[config.mk]
export PLATFORM = sky130hd
export DESIGN_NAME = concat_sch_top
export DESIGN_NICKNAME = d
export VERILOG_FILES = /design/src/rtl/aggre_pkg.sv /design/src/rtl/sch_order_if.sv /design/src/rtl/concat_sch_ctrl.sv /design/src/rtl/order_rotator.sv /design/src/rtl/dt_align_cmp.sv /design/src/rtl/pipe_src_router.sv /design/src/rtl/concat_sch_top.sv
export SDC_FILE = /design/constraint.sdc
export NUM_CORES = 1
export LEC_CHECK = 0
export ABC_AREA = 1
export BUFFER_PORTS_ARGS = -buffer_cell sky130_fd_sc_hd__buf_2
export CORE_AREA = 2 2 81 83
export DETAILED_ROUTE_END_ITERATION = 8
export DIE_AREA = 0 0 83 85
export PLACE_DENSITY = 0.68
export SLEW_MARGIN = 20
export SYNTH_ARGS = -nofsm -noshare
export SYNTH_HDL_FRONTEND = slang
export SYNTH_SLANG_ARGS = --single-unit
[constraint.sdc]
create_clock -name aggre_clk -period 5.2 [get_ports aggre_clk]
set_input_delay 0 -clock aggre_clk [delete_from_list [all_inputs] [get_ports aggre_clk]]
set_output_delay 0 -clock aggre_clk [all_outputs]
set_load 0.02 [all_outputs]
[src/rtl/aggre_pkg.sv]
package aggre_pkg;

    // ===================================================================
    // Pipe geometry
    // ===================================================================
    localparam int unsigned PIPE_NUM   = 4;     // Video pipes into the aggregator
    localparam int unsigned PIPE_IDX_W = 2;     // Bits to address one pipe

    // ===================================================================
    // Aggregation mode
    // ===================================================================
    localparam int unsigned MODE_W = 2;

    // Concat mode, the only mode that updates the align fail status
    localparam logic [MODE_W-1:0] AGGRE_MODE_CONCAT = 2'd1;

    // ===================================================================
    // Data type
    // ===================================================================
    localparam int unsigned DT_WIDTH_DEF = 6;   // CSI-2 data type field

endpackage

[src/rtl/sch_order_if.sv]
`timescale 1ns/100ps

interface sch_order_if;
    import aggre_pkg::*;

    logic                  load;         // Accepted start, capture ready bits
    logic                  rotate;       // Ack taken, drop served entry
    logic [PIPE_IDX_W-1:0] rotate_sel;   // List position of the served entry
    logic                  pending;      // At least one entry left
    logic [PIPE_IDX_W-1:0] next_order;   // Pipe index of first valid entry
    logic [PIPE_IDX_W-1:0] first_pos;    // List position of first valid entry

    modport ctrl (
        output load, rotate, rotate_sel,
        input  pending, next_order, first_pos
    );

    modport rot (
        input  load, rotate, rotate_sel,
        output pending, next_order, first_pos
    );

endinterface

[src/rtl/concat_sch_ctrl.sv]
`timescale 1ns/100ps

module concat_sch_ctrl (
    input  logic                            aggre_clk,
    input  logic                            aggre_clk_rst_n,
    input  logic                            start_sch_pulse,
    input  logic [aggre_pkg::PIPE_IDX_W-1:0] master_pipe,
    input  logic [aggre_pkg::PIPE_NUM-1:0]  pipe_rdy_bitmap,
    input  logic                            out_comp_fail,
    input  logic [aggre_pkg::PIPE_NUM-1:0]  ack_concat,
    input  logic [aggre_pkg::PIPE_NUM-1:0]  line_end_concat,
    sch_order_if.ctrl                       order,
    output logic [aggre_pkg::PIPE_NUM-1:0]  grant,
    output logic                            end_sch_pulse
);
    import aggre_pkg::*;

    localparam logic [2:0] SCH_SILENT        = 3'd0;
    localparam logic [2:0] SCH_START         = 3'd1;
    localparam logic [2:0] SCH_MASTER        = 3'd2;
    localparam logic [2:0] SCH_ORDER         = 3'd3;
    localparam logic [2:0] SCH_WAIT_ACK      = 3'd4;
    localparam logic [2:0] SCH_CLEAR         = 3'd5;
    localparam logic [2:0] SCH_WAIT_LINE_END = 3'd6;

    logic [2:0] sch_cs;
    logic [2:0] sch_ns;
    logic       master_first;   // Master was ready at accept
    logic       master_flag;    // Master grant outstanding
    logic       start_acc;
    logic       ack_hit;
    logic       le_hit;
    logic       set_order;

    assign start_acc = start_sch_pulse & ~out_comp_fail;  // Blocked on data type mismatch
    assign ack_hit   = |(ack_concat & grant);             // Only the granted pipe counts
    assign le_hit    = |line_end_concat;

    // Next ordered grant, first one from START and the rest straight off a line end
    assign set_order = (sch_cs == SCH_ORDER) |
                       ((sch_cs == SCH_WAIT_LINE_END) & le_hit & order.pending);

    assign order.load       = (sch_cs == SCH_SILENT) & start_acc;
    assign order.rotate     = (sch_cs == SCH_WAIT_ACK) & ack_hit;
    assign order.rotate_sel = master_flag ? master_pipe : order.first_pos;

    // ===================================================================
    // Scheduling FSM
    // ===================================================================
    always_ff @(posedge aggre_clk or negedge aggre_clk_rst_n) begin
        if (!aggre_clk_rst_n) begin
            sch_cs <= SCH_SILENT;
        end else begin
            sch_cs <= sch_ns;
        end
    end

    always_comb begin
        sch_ns = sch_cs;
        case (sch_cs)
            SCH_SILENT: begin
                if (start_acc) sch_ns = SCH_START;
            end
            SCH_START: begin
                if (master_first) begin
                    sch_ns = SCH_MASTER;
                end else if (order.pending) begin
                    sch_ns = SCH_ORDER;
                end else begin
                    sch_ns = SCH_SILENT;   // No pipe ready, round ends at once
                end
            end
            SCH_MASTER:   sch_ns = SCH_WAIT_ACK;
            SCH_ORDER:    sch_ns = SCH_WAIT_ACK;
            SCH_WAIT_ACK: begin
                if (ack_hit) sch_ns = SCH_CLEAR;
            end
            SCH_CLEAR:    sch_ns = SCH_WAIT_LINE_END;
            SCH_WAIT_LINE_END: begin
                if (le_hit) sch_ns = order.pending ? SCH_WAIT_ACK : SCH_SILENT;
            end
            default:      sch_ns = SCH_SILENT;
        endcase
    end

    // ===================================================================
    // Master tracking, grants and end pulse
    // ===================================================================
    always_ff @(posedge aggre_clk or negedge aggre_clk_rst_n) begin
        if (!aggre_clk_rst_n) begin
            master_first <= 1'b1;
            master_flag  <= 1'b0;
        end else begin
            if (order.load) master_first <= pipe_rdy_bitmap[master_pipe];
            if (sch_cs == SCH_MASTER) begin
                master_flag <= 1'b1;
            end else if (order.rotate) begin
                master_flag <= 1'b0;
            end
        end
    end

    always_ff @(posedge aggre_clk or negedge aggre_clk_rst_n) begin
        if (!aggre_clk_rst_n) begin
            grant <= '0;
        end else if (sch_cs == SCH_MASTER) begin
            grant[master_pipe] <= 1'b1;
        end else if (set_order) begin
            grant[order.next_order] <= 1'b1;
        end else if (order.rotate) begin
            grant <= '0;                   // Grant drops with the ack
        end
    end

    always_ff @(posedge aggre_clk or negedge aggre_clk_rst_n) begin
        if (!aggre_clk_rst_n) begin
            end_sch_pulse <= 1'b0;
        end else begin
            end_sch_pulse <= ((sch_cs == SCH_WAIT_LINE_END) & le_hit & ~order.pending) |
                             ((sch_cs == SCH_START) & ~master_first & ~order.pending);
        end
    end

endmodule

[src/rtl/order_rotator.sv]
`timescale 1ns/100ps

module order_rotator (
    input  logic                           aggre_clk,
    input  logic                           aggre_clk_rst_n,
    input  logic [aggre_pkg::PIPE_NUM-1:0] pipe_rdy_bitmap,
    sch_order_if.rot                       order
);
    import aggre_pkg::*;

    logic [PIPE_NUM-1:0]   ent_vld;                // Entry still to be served
    logic [PIPE_IDX_W-1:0] ent_idx [PIPE_NUM];     // Pipe held by each entry
    logic [PIPE_IDX_W-1:0] rot_src [PIPE_NUM-1];   // Source slot per new front slot
    logic [PIPE_IDX_W-1:0] first_pos;
    logic                  found;

    // First valid entry by priority, slot 0 highest
    always_comb begin
        first_pos = '0;
        found     = 1'b0;
        for (int i = 0; i < PIPE_NUM; i++) begin
            if (ent_vld[i] && !found) begin
                first_pos = PIPE_IDX_W'(i);
                found     = 1'b1;
            end
        end
    end

    assign order.pending    = |ent_vld;
    assign order.first_pos  = first_pos;
    assign order.next_order = ent_idx[first_pos];

    // Entries after the served slot come first, then the ones before it
    always_comb begin
        for (int k = 0; k < PIPE_NUM - 1; k++) begin
            rot_src[k] = order.rotate_sel + PIPE_IDX_W'(k + 1);   // Wraps 3 -> 0
        end
    end

    // ===================================================================
    // Pending order list
    // ===================================================================
    always_ff @(posedge aggre_clk or negedge aggre_clk_rst_n) begin
        if (!aggre_clk_rst_n) begin
            ent_vld <= '0;
            for (int i = 0; i < PIPE_NUM; i++) begin
                ent_idx[i] <= PIPE_IDX_W'(i);
            end
        end else if (order.load) begin
            ent_vld <= pipe_rdy_bitmap;            // Slot i holds pipe i
            for (int i = 0; i < PIPE_NUM; i++) begin
                ent_idx[i] <= PIPE_IDX_W'(i);
            end
        end else if (order.rotate) begin
            for (int k = 0; k < PIPE_NUM - 1; k++) begin
                ent_vld[k] <= ent_vld[rot_src[k]];
                ent_idx[k] <= ent_idx[rot_src[k]];
            end
            // Served entry parks at the tail
            ent_vld[PIPE_NUM-1] <= 1'b0;
            ent_idx[PIPE_NUM-1] <= ent_idx[order.rotate_sel];
        end
    end

endmodule

[src/rtl/dt_align_cmp.sv]
`timescale 1ns/100ps

module dt_align_cmp #(
    parameter int unsigned DT_WIDTH = aggre_pkg::DT_WIDTH_DEF
) (
    input  logic                           aggre_clk,
    input  logic                           aggre_clk_rst_n,
    input  logic [aggre_pkg::MODE_W-1:0]   aggre_mode,
    input  logic                           start_sch_pulse,
    input  logic [aggre_pkg::PIPE_NUM-1:0] pipe_rdy_bitmap,
    input  logic [aggre_pkg::PIPE_NUM-1:0] dt_vld,
    input  logic [DT_WIDTH-1:0]            dt0,
    input  logic [DT_WIDTH-1:0]            dt1,
    input  logic [DT_WIDTH-1:0]            dt2,
    input  logic [DT_WIDTH-1:0]            dt3,
    output logic                           out_comp_fail,
    output logic                           sch_data_type_align_fail_int
);
    import aggre_pkg::*;

    logic [PIPE_NUM-1:0] part;              // Pipes taking part in the compare
    logic [DT_WIDTH-1:0] dt_arr [PIPE_NUM];

    assign part = {PIPE_NUM{start_sch_pulse}} & pipe_rdy_bitmap & dt_vld;

    assign dt_arr[0] = dt0;
    assign dt_arr[1] = dt1;
    assign dt_arr[2] = dt2;
    assign dt_arr[3] = dt3;

    // Any differing pair among participants fails the round
    always_comb begin
        out_comp_fail = 1'b0;
        for (int i = 0; i < PIPE_NUM - 1; i++) begin
            for (int j = i + 1; j < PIPE_NUM; j++) begin
                if (part[i] && part[j] && (dt_arr[i] != dt_arr[j])) begin
                    out_comp_fail = 1'b1;
                end
            end
        end
    end

    always_ff @(posedge aggre_clk or negedge aggre_clk_rst_n) begin
        if (!aggre_clk_rst_n) begin
            sch_data_type_align_fail_int <= 1'b0;
        end else if (aggre_mode == AGGRE_MODE_CONCAT) begin
            sch_data_type_align_fail_int <= out_comp_fail;   // Held in other modes
        end
    end

endmodule

[src/rtl/pipe_src_router.sv]
`timescale 1ns/100ps

module pipe_src_router (
    input  logic                           aggre_clk,
    input  logic                           aggre_clk_rst_n,
    input  logic [aggre_pkg::PIPE_NUM-1:0] pipe_mask_bitmap,
    input  logic [aggre_pkg::PIPE_NUM-1:0] concat_en,
    input  logic [aggre_pkg::PIPE_NUM-1:0] ack,
    input  logic [aggre_pkg::PIPE_NUM-1:0] line_end,
    input  logic                           bpg_ack,
    input  logic                           bpg_line_end,
    input  logic [aggre_pkg::PIPE_NUM-1:0] grant,
    output logic [aggre_pkg::PIPE_NUM-1:0] ack_concat,
    output logic [aggre_pkg::PIPE_NUM-1:0] line_end_concat,
    output logic [aggre_pkg::PIPE_NUM-1:0] up_state_concat,
    output logic [aggre_pkg::PIPE_NUM-1:0] bpg_up_state,
    output logic [aggre_pkg::PIPE_NUM-1:0] bpg_ack_concat,
    output logic [aggre_pkg::PIPE_NUM-1:0] bpg_line_end_concat
);
    import aggre_pkg::*;

    logic [PIPE_NUM-1:0] ack_sel;
    logic [PIPE_NUM-1:0] line_end_sel;

    // ===================================================================
    // Feedback select, masked pipes are answered by the BPG
    // ===================================================================
    always_comb begin
        for (int i = 0; i < PIPE_NUM; i++) begin
            ack_sel[i]      = pipe_mask_bitmap[i] ? bpg_ack      : ack[i];
            line_end_sel[i] = pipe_mask_bitmap[i] ? bpg_line_end : line_end[i];
        end
    end

    // To the scheduler, only concat enabled pipes
    assign ack_concat      = ack_sel & concat_en;
    assign line_end_concat = line_end_sel & concat_en;

    // Back to the BPG, only for the pipes it stands in for
    assign bpg_ack_concat      = ack_sel & pipe_mask_bitmap;
    assign bpg_line_end_concat = line_end_sel & pipe_mask_bitmap;

    // ===================================================================
    // Grant split between video pipes and BPG
    // ===================================================================
    always_ff @(posedge aggre_clk or negedge aggre_clk_rst_n) begin
        if (!aggre_clk_rst_n) begin
            up_state_concat <= '0;
            bpg_up_state    <= '0;
        end else begin
            up_state_concat <= grant & ~pipe_mask_bitmap;
            bpg_up_state    <= grant & pipe_mask_bitmap;
        end
    end

endmodule

[src/rtl/concat_sch_top.sv]
`timescale 1ns/100ps

module concat_sch_top #(
    parameter int unsigned DT_WIDTH = aggre_pkg::DT_WIDTH_DEF
) (
    input  logic                             aggre_clk,
    input  logic                             aggre_clk_rst_n,
    input  logic [aggre_pkg::MODE_W-1:0]     aggre_mode,
    input  logic [aggre_pkg::PIPE_NUM-1:0]   concat_en,
    input  logic [aggre_pkg::PIPE_NUM-1:0]   pipe_mask_bitmap,
    input  logic [aggre_pkg::PIPE_IDX_W-1:0] master_pipe,
    input  logic [aggre_pkg::PIPE_NUM-1:0]   pipe_rdy_bitmap,
    input  logic                             start_sch_pulse,
    input  logic [aggre_pkg::PIPE_NUM-1:0]   dt_vld,
    input  logic [DT_WIDTH-1:0]              dt0,
    input  logic [DT_WIDTH-1:0]              dt1,
    input  logic [DT_WIDTH-1:0]              dt2,
    input  logic [DT_WIDTH-1:0]              dt3,
    input  logic [aggre_pkg::PIPE_NUM-1:0]   ack,
    input  logic [aggre_pkg::PIPE_NUM-1:0]   line_end,
    input  logic                             bpg_empty,      // BPG status, not used here
    input  logic                             bpg_ack,
    input  logic                             bpg_line_end,
    output logic                             end_sch_pulse,
    output logic [aggre_pkg::PIPE_NUM-1:0]   up_state_concat,
    output logic [aggre_pkg::PIPE_NUM-1:0]   bpg_up_state,
    output logic [aggre_pkg::PIPE_NUM-1:0]   bpg_ack_concat,
    output logic [aggre_pkg::PIPE_NUM-1:0]   bpg_line_end_concat,
    output logic                             sch_data_type_align_fail_int
);
    import aggre_pkg::*;

    logic                out_comp_fail;
    logic [PIPE_NUM-1:0] ack_concat;
    logic [PIPE_NUM-1:0] line_end_concat;
    logic [PIPE_NUM-1:0] grant;           // Internal grant before the mask split

    sch_order_if order_if ();

    concat_sch_ctrl u_ctrl (
        .aggre_clk       (aggre_clk),
        .aggre_clk_rst_n (aggre_clk_rst_n),
        .start_sch_pulse (start_sch_pulse),
        .master_pipe     (master_pipe),
        .pipe_rdy_bitmap (pipe_rdy_bitmap),
        .out_comp_fail   (out_comp_fail),
        .ack_concat      (ack_concat),
        .line_end_concat (line_end_concat),
        .order           (order_if.ctrl),
        .grant           (grant),
        .end_sch_pulse   (end_sch_pulse)
    );

    order_rotator u_rotator (
        .aggre_clk       (aggre_clk),
        .aggre_clk_rst_n (aggre_clk_rst_n),
        .pipe_rdy_bitmap (pipe_rdy_bitmap),
        .order           (order_if.rot)
    );

    dt_align_cmp #(
        .DT_WIDTH (DT_WIDTH)
    ) u_dt_cmp (
        .aggre_clk                    (aggre_clk),
        .aggre_clk_rst_n              (aggre_clk_rst_n),
        .aggre_mode                   (aggre_mode),
        .start_sch_pulse              (start_sch_pulse),
        .pipe_rdy_bitmap              (pipe_rdy_bitmap),
        .dt_vld                       (dt_vld),
        .dt0                          (dt0),
        .dt1                          (dt1),
        .dt2                          (dt2),
        .dt3                          (dt3),
        .out_comp_fail                (out_comp_fail),
        .sch_data_type_align_fail_int (sch_data_type_align_fail_int)
    );

    pipe_src_router u_router (
        .aggre_clk           (aggre_clk),
        .aggre_clk_rst_n     (aggre_clk_rst_n),
        .pipe_mask_bitmap    (pipe_mask_bitmap),
        .concat_en           (concat_en),
        .ack                 (ack),
        .line_end            (line_end),
        .bpg_ack             (bpg_ack),
        .bpg_line_end        (bpg_line_end),
        .grant               (grant),
        .ack_concat          (ack_concat),
        .line_end_concat     (line_end_concat),
        .up_state_concat     (up_state_concat),
        .bpg_up_state        (bpg_up_state),
        .bpg_ack_concat      (bpg_ack_concat),
        .bpg_line_end_concat (bpg_line_end_concat)
    );

endmodule

# Word level (Yosys, flattened, before mapping)
# Cells that the tools add are included.
dict set report totals {
  input_bits 58
  register_bits 31
  out_inout_bits 18
}
dict set report classes {
  addsub 3
  order_cmp 12
  n_eq_ne 16
  bitwise_logic 30
  mux 64
  reduce_logical 29
}
# op count
set op_table {}
lappend op_table {{AND 4 bit} 9}
lappend op_table {{inequality test 6 bit} 6}
lappend op_table {{2-to-1 mux 2 bit} 14}
lappend op_table {{2-to-1 mux 1 bit} 26}
lappend op_table {{binary-select mux 2 bit (select 2 bit)} 5}
lappend op_table {{2-to-1 mux 4 bit} 5}
lappend op_table {{one-hot mux 3 bit (6 select lines)} 1}
lappend op_table {{logical AND 1 bit} 17}
lappend op_table {{2-to-1 mux 8 bit} 2}
lappend op_table {{greater-or-equal comparator 3 bit, second input constant} 5}
lappend op_table {{less-than comparator 2 x 3 -> 1 bit, second input constant} 5}
lappend op_table {{2-to-1 mux 3 bit} 5}
lappend op_table {{NOT 2 -> 3 bit} 5}
lappend op_table {{OR reduction 4 bit} 3}
lappend op_table {{== test 3 bit, second input constant} 3}
lappend op_table {{AND 1 bit} 8}
lappend op_table {{binary-select mux 1 bit (select 2 bit)} 4}
lappend op_table {{bitwise OR 4 bit} 2}
lappend op_table {{== test 3 x 2 -> 1 bit, second input constant} 2}
lappend op_table {{inequality test 2 x 1 -> 1 bit, second input constant} 3}
lappend op_table {{adder 2 bit, second input constant} 2}
lappend op_table {{demux 1 bit (select 2 bit)} 2}
lappend op_table {{greater-or-equal comparator 2 x 1 -> 1 bit, second input constant} 2}
lappend op_table {{NOT 4 bit} 1}
lappend op_table {{other kinds (11)} 17}

# Depth between registers and ports, before layout
# Gate-level depths: netlist (run 1).
dict set report depth {
  word_depth 21
  depth_mapped 13
  depth_no_buf 12
}

# Modules after synthesis
# A second synthesis (run 1) with hierarchy kept.
dict set report unflattened {
  hier_cells 498
  area_unflattened_um2 2772.7
}
# mod seq_area_each_um2 n_inst cells_per_inst area_each_um2
set modules_own_cells {}
lappend modules_own_cells {order_rotator 305.3 1 153 937.1}
lappend modules_own_cells {dt_align_cmp 25.0 1 178 729.4}
lappend modules_own_cells {concat_sch_ctrl 251.5 1 103 685.7}
lappend modules_own_cells {pipe_src_router 200.2 1 64 420.4}

# Least setup slack after synthesis (run 1)
# No wires, ideal clock.
dict set report synth_path {
  path_type {reg-to-reg}
  start {register u_rotator.ent_vld[2]}
  end {register u_rotator.ent_vld[2]}
  n_path_buf 1
  setup_ps 117
  slack_ps 3312
  arrival_time_ps 1771
  synth_period_minus_slack_ps 1888
  path_stages_with_launch 14
  t_required_ps 5083
  path_cell_list {dfrtp_1 > inv_1 > nand2_1 > nand2_2 > nand2_4 > o21ai_4 > buf_6 > ha_1 > inv_1 > o211ai_1 > nand3_1 > nand2_1 > nand2_1 > nand2_1}
}
dict set report synth_between {
  elab_chain_cells 11
  word_cells_on_any_way 12
  classes_between {add/sub (1); mux (8); reduce/logical (3)}
}
# element line
set synth_lines {}
lappend synth_lines {{start, declared} order_rotator.sv:11} ;# logic [PIPE_NUM-1:0] ent_vld;
lappend synth_lines {{start signal, assigned} order_rotator.sv:50} ;# ent_vld <= pipe_rdy_bitmap;
lappend synth_lines {{start signal, assigned by index} order_rotator.sv:56} ;# ent_vld[k] <= ent_vld[rot_src[k]];
lappend synth_lines {{logical AND 1 bit} order_rotator.sv:22} ;# if (ent_vld[i] && !found) begin
lappend synth_lines {{2-to-1 mux 1 bit} order_rotator.sv:22}
lappend synth_lines {{logical NOT 1 bit} order_rotator.sv:22}
lappend synth_lines {{logical AND 1 bit} order_rotator.sv:22}
lappend synth_lines {{2-to-1 mux 2 bit} order_rotator.sv:22}
lappend synth_lines {{2-to-1 mux 2 bit} concat_sch_ctrl.sv:45} ;# assign order.rotate_sel = master_flag ? master_pipe : order.first_pos;
lappend synth_lines {{adder 2 bit} order_rotator.sv:36} ;# rot_src[k] = order.rotate_sel + PIPE_IDX_W'(k + 1);
lappend synth_lines {{binary-select mux 1 bit (select 2 bit) (*)} order_rotator.sv:56}
lappend synth_lines {{2-to-1 mux 1 bit (implied by the code) (*)} order_rotator.sv:56}
lappend synth_lines {{2-to-1 mux 4 bit (*)} order_rotator.sv:54} ;# end else if (order.rotate) begin
lappend synth_lines {{2-to-1 mux 4 bit (*)} order_rotator.sv:49} ;# end else if (order.load) begin
# Mark *: on every way between the ends. The rest lies on a longest branch, timed or not. The select of a mux whose other input is x is not followed.
# A chain may end at the register's enable or synchronous reset.

# Final worst setup path (run 1)
# Same ends and word-level chain as after synthesis.

==> out/qor.csv, run 1 <==
stage;metric;value;unit
drt;drcViolationCount;0;
floorplan;die_area;7060;um2
sta;slew_headroom;0.544;
sta;finalHoldViolCount;0;
floorplan;die_width;83;um
drt;dr.pass1.iters;4;
sta;setup_ws;2800;ps
synth;synth_seq_cells;31;
placement;io_buffers;74;
global_routing;grt_pass1_wl;12200;um
worst_hold_path;hold_path.class;in -> reg;
synth;syn_area;2730;um2
global_routing;grt_pass1_vias;2868;
clocking;cts-root-buf;clkbuf_8;
worst_setup_path;arrival;2580;ps
global_routing;grt_max_degree;32;
placement;hpwl;5390;um
sta;setup_viol;0;
pwr;irDropWorstVdd;325;uV
synth;syn_avg_cell_area;5.76;um2
clocking;insertion_delay;280;ps
synth;postSynthCellCount;474;
worst_setup_path;critPathLaunchType;flop;
floorplan;pin_count;76;
finish;diodes;0;
outcome;status;complete, no violations;
clocking;clock_sinks;31;
worst_setup_path;worstSetupPathType;reg -> reg;
worst_setup_path;crit_fanout;27;
finish;mostFrequentLayoutCells;197 x nand2_1, 79 x inv_1, 74 x buf_2;
sta;final-max-slew-violation-count;0;
drt;vias;3088;
drt;dr_wl_met2;3270;um
floorplan;die_y;85;um
floorplan;coreArea;6200;um2
worst_setup_path;r2r_slack;2800;ps
clocking;cts_buffers;5;
synth;ys_warn_count;0;
clocking;cts_setup_buffers;0;
sta;post-route-period-util;0.462;
placement;post-place-ws;2830;ps
synth;ys_top_cells_by_area;nand2_1 27%, dfrtp_1 24%, inv_1 11%;
pwr;power.density;416;nW/um2
synth;yosysTopAreaCell;nand2_1;
floorplan;initial_core_util;0.440;
synth;yosys.cell_types.count;33;
sta;worst_pin_slew;683;ps
clocking;clk_pin_slew;70;ps
synth;syn_nets;533;
sta;final.setup.tns;0;ps
global_routing;globalRouteTotalUtil;0.204;
clocking;cts_tree;done;
sta;period_needed;2400;ps
floorplan;row_count;29;
clocking;cts_resized;0;
flow_run;cap_viol_max_count;0;
global_routing;gr-total-overflow;0;
synth;yosysSeqAreaShare;0.286;
pwr;leakage;0.00207;uW
drt;wl_met3;344;um
finish;final_nets;615;
drt;ant_nets;0;
finish;drive_gt1_frac;0.181;
drt;drt_iter0_drc;172;
placement;place.gp.congestion;0.856;
worst_setup_path;end_kind;flop;
drt;routed_wl;6850;um
sta;fin_worst_skew;5.92;ps
clocking;h-tree-depth;2;
sta;rsz0062_at_grt;no;
drt;routedWlPerCell;10.8;um
global_routing;grt_antenna_before_repair;0;
clocking;clockBufferDepth;2;
finish;areaGrowthSynthToFinish;22.3;%
worst_setup_path;cp.required;5380;ps
drt;wl_met1;3190;um
sta;max_freq;416;MHz
drt;routed.top_layer;met4;
finish;final_common_cell;nand2_1;
drt;via_per_inst;4.87;
synth;synth_top_area_share;0.271;
==> state kept, by name, indices dropped and copies added (netlist names) <==
| register | flops |
|---|---|
| u_ctrl.end_sch_pulse | 1 |
| u_ctrl.grant | 4 |
| u_ctrl.master_first | 1 |
| u_ctrl.master_flag | 1 |
| u_ctrl.sch_cs | 3 |
| u_dt_cmp.sch_data_type_align_fail_int | 1 |
| u_rotator.ent_idx | 8 |
| u_rotator.ent_vld | 4 |
| u_router.bpg_up_state | 4 |
| u_router.up_state_concat | 4 |
==> stage by stage <==
| step | std cells | total power [uW] | hold slack, ps | utilization | instance area [um2] |
|---|---|---|---|---|---|
| floorplan | 474 | 974 | -296 | - | 2730 |
| global placement | 619 | 1120 | 86.7 | 0.508 | 3150 |
| detailed placement | 619 | 1140 | 86.3 | 0.508 | 3150 |
| CTS | 634 | 1400 | 1.32 | 0.538 | 3340 |
| global route | 634 | 1540 | 3.50 | 0.538 | 3340 |
| finish | 634 | 1390 | 6.45 | 0.538 | 3340 |
==> final timing paths <==
| path | from | endpoint | cells after the start |
|---|---|---|---|
| min in group asynchronous | aggre_clk_rst_n | u_router.up_state_concat[0]$_DFF_PN0_ | 2 |
| min reg2reg | u_ctrl.master_first$_DFFE_PN1P_ | u_ctrl.master_first$_DFFE_PN1P_ | 2 |
| min | pipe_rdy_bitmap[1] | u_rotator.ent_vld[1]$_DFFE_PN0P_ | 3 |
| max reg2reg | u_rotator.ent_vld[2]$_DFFE_PN0P_ | u_rotator.ent_vld[2]$_DFFE_PN0P_ | 12 |
| max | u_rotator.ent_vld[2]$_DFFE_PN0P_ | u_rotator.ent_vld[2]$_DFFE_PN0P_ | 12 |
| max in group asynchronous | aggre_clk_rst_n | u_rotator.ent_vld[3]$_DFFE_PN0P_ | 2 |
==> kinds of logic after synthesis <==
group                    Yosys count  synth area share
AND/OR/NAND/NOR                  292             0.438
buffers and inverters             89             0.131
AO/OA/AOI/OAI                     58             0.130
flip-flops                        31             0.286
XOR/XNOR                           2           0.00642
multiplexers                       1           0.00367
adder cells (fa/ha/maj)            1           0.00458
==> worst max-delay path: stages, from the launching register on <==
cell and delay [ps]:
dfrtp_1 420, inv_1 90, nand2_1 60, nand2_2 70
nand2_4 80, o21ai_4 510, ha_1 420, inv_1 220
o211ai_1 130, nand3_1 110, nand2_1 60, nand2_1 60
nand2_1 40
==> area by class of cell <==
class,count,area (um2)
clock buffer,6,82.6
clock inverter,2,35.0
fill,639,2870
inverter,83,312
multi-input combinational,354,1590
sequential,31,782
tap,77,96.3
timing repair buffer,81,440
==> power breakdown <==
group          switching [uW]  leakage (uW)  total (uW)  internal, uW
registers                80.1      0.000383         424           344
logic                     461       0.00162         717           256
clock network            92.3     0.0000612         247           155
==> Yosys cell counts (all sizes together) <==
master,number
xor2,2
nor2,48
inv,83
nand2,199
nor3,3
nand4,4
a22oi,1
a22o,1
a221oi,1
or2,1
o21ai,36
a21oi,5
o211ai,12
o22ai,1
dfrtp,26
a31oi,1
nand3,37
ha,1
mux2i,1
buf,6
dfstp,5
==> per-layer routing <==
layer  vias to the layer above  GRT usage
li1                       1639          -
met1                      1375      0.257
met2                        67      0.362
met3                         7     0.0379
met4                         0     0.0507
met5                         -          0
==> repair_timing <==
item,CTS,global route
hold endpoints to repair,35,0
setup endpoints to repair,0,0
hold buffers,7,0
Note: power is estimated with default switching activity, not from simulation.
==> run 2: changes to the inputs <==
Settings changed: PLACE_DENSITY 0.68 to 0.71.
Clock period 5.2 ns to 2.11 ns, I/O delays scaled along.
==> run 2 against run 1 <==
  * Register-to-register slack got worse by 2500 ps
  * Die area unchanged
  * Setup slack got worse by 2500 ps
  * Via count increased by 0.62%
  * Total power increased by 140%
  * Global-route usage increased by 0.27 points
  * Design area increased by 0.41%
  * Clock skew decreased by 2.8 ps
  * Cell count increased by 0.79%
  * Largest power group unchanged
==> out/qor.csv, run 2 (synthesis gave the netlist of run 1 again) <==
stage;metric;value;unit
finish;final_common_cell;nand2_1;
worst_setup_path;worstSetupPathType;reg -> reg;
finish;diodes;0;
drt;dr.pass1.iters;4;
finish;layoutNonFillerInstCount;639;
sta;setup_viol;0;
worst_setup_path;cp.required;2290;ps
global_routing;grt_pass1_vias;2836;
worst_hold_path;hold_path.class;in -> reg;
sta;finalHoldViolCount;0;
flow_run;cap_viol_max_count;0;
floorplan;initial_core_util;0.440;
clocking;clk_pin_slew;70;ps
clocking;cts_resized;0;
floorplan;row_count;29;
clocking;cts_buffers;5;
placement;place.gp.congestion;0.818;
drt;routedWlPerCell;10.9;um
drt;via_per_inst;4.86;
worst_setup_path;end_kind;flop;
placement;dpl_cell_area;3180;um2
sta;period_needed;1850;ps
clocking;cts_tree;done;
floorplan;die_y;85;um
global_routing;gr-total-overflow;0;
finish;final_nets;620;
sta;fin_worst_skew;3.13;ps
finish;mostFrequentLayoutCells;197 x nand2_1, 79 x inv_1, 74 x buf_2;
clocking;clockBufferDepth;2;
finish;areaGrowthSynthToFinish;22.8;%
clocking;h-tree-depth;2;
finish;drive_gt1_frac;0.185;
sta;worst_pin_slew;720;ps
floorplan;die_width;83;um
global_routing;grt_antenna_before_repair;0;
pwr;irDropWorstVdd;573;uV
worst_setup_path;arrival;2030;ps
clocking;clock_sinks;31;
worst_setup_path;crit_fanout;6;
outcome;status;complete, no violations;
sta;slew_headroom;0.520;
finish;stdcell_area;3350;um2
finish;fin_util;0.540;
sta;final.setup.tns;0;ps
finish;regMostFlops;u_rotator.ent_idx;
sta;max_freq;540;MHz
global_routing;grt_pass1_wl;12200;um
worst_setup_path;reg2reg_depth;9;
pwr;leakage;0.00208;uW
global_routing;globalRouteTotalUtil;0.207;
sta;rsz0062_at_grt;no;
global_routing;grt_max_degree;32;
clocking;holdBufCountCts;8;
sta;post-route-period-util;0.877;
drt;routed_wl;6990;um
sta;final-max-slew-violation-count;0;
placement;hpwl;5480;um
drt;drt_iter0_drc;127;
worst_setup_path;critPathLaunchType;flop;
drt;vias;3107;
placement;io_buffers;74;
pwr;power.density;1000;nW/um2
floorplan;coreArea;6200;um2
drt;ant_nets;0;
worst_hold_path;hold_depth;3;
finish;largest_reg_flops;8;
drt;drcViolationCount;0;
clocking;insertion_delay;280;ps
placement;placed_cells_incl_taps;623;
floorplan;die_area;7060;um2
clocking;cts_setup_buffers;0;
floorplan;pin_count;76;
clocking;cts-root-buf;clkbuf_8;
## run 2: metrics by stage
step | setup WS [ps] | hold slack (ps) | total power, uW
2_1_floorplan | 222 | -296 | 2400
3_3_place_gp | 316 | 84.0 | 2800
3_5_place_dp | 280 | 96.7 | 2860
4_1_cts | 253 | 1.27 | 3380
5_1_grt | 65.3 | 7.58 | 3720
6_report | 260 | 8.75 | 3370
## run 2: final cells by class
cell class	count	area, um2
clock inverter	1	5.00
fill	645	2850
sequential	31	782
inverter	83	312
multi-input combinational	354	1590
clock buffer	7	86.3
tap	77	96.3
timing repair buffer	86	480
## run 2: worst max-delay path: stages, from the launching register on
cell and delay [ps]:
dfrtp_1 430, o21ai_1 380, o21ai_2 100, ha_1 300, inv_1 170, o211ai_1 120, nand3_1 90, nand2_1 50
nand2_1 60, nand2_1 40
## run 2: final timing paths
path	start	to	slack, ps
setup / recovery	u_rotator.ent_vld[2]$_DFFE_PN0P_	u_rotator.ent_vld[2]$_DFFE_PN0P_	260
hold / removal	pipe_rdy_bitmap[3]	u_rotator.ent_vld[3]$_DFFE_PN0P_	9
setup reg to reg	u_rotator.ent_vld[2]$_DFFE_PN0P_	u_rotator.ent_vld[2]$_DFFE_PN0P_	260
hold reg to reg	u_ctrl.master_first$_DFFE_PN1P_	u_ctrl.master_first$_DFFE_PN1P_	490
max in group asynchronous	aggre_clk_rst_n	u_rotator.ent_idx[5]$_DFFE_PN0P_	1350
min in group asynchronous	aggre_clk_rst_n	u_router.up_state_concat[2]$_DFF_PN0_	300
## run 2: report_power, final
part | switching (uW) | internal (uW) | total [uW]
registers | 202 | 848 | 1050
clock network | 234 | 263 | 497
logic | 1150 | 673 | 1820
total | 1580 | 1780 | 3370
## run 2: layer usage
layer,up-vias,wire (um),global-route usage
met5,-,0,0
met4,0,110,0.0596
met3,8,337,0.0379
met2,65,3340,0.359
met1,1381,3200,0.263
li1,1653,-,-
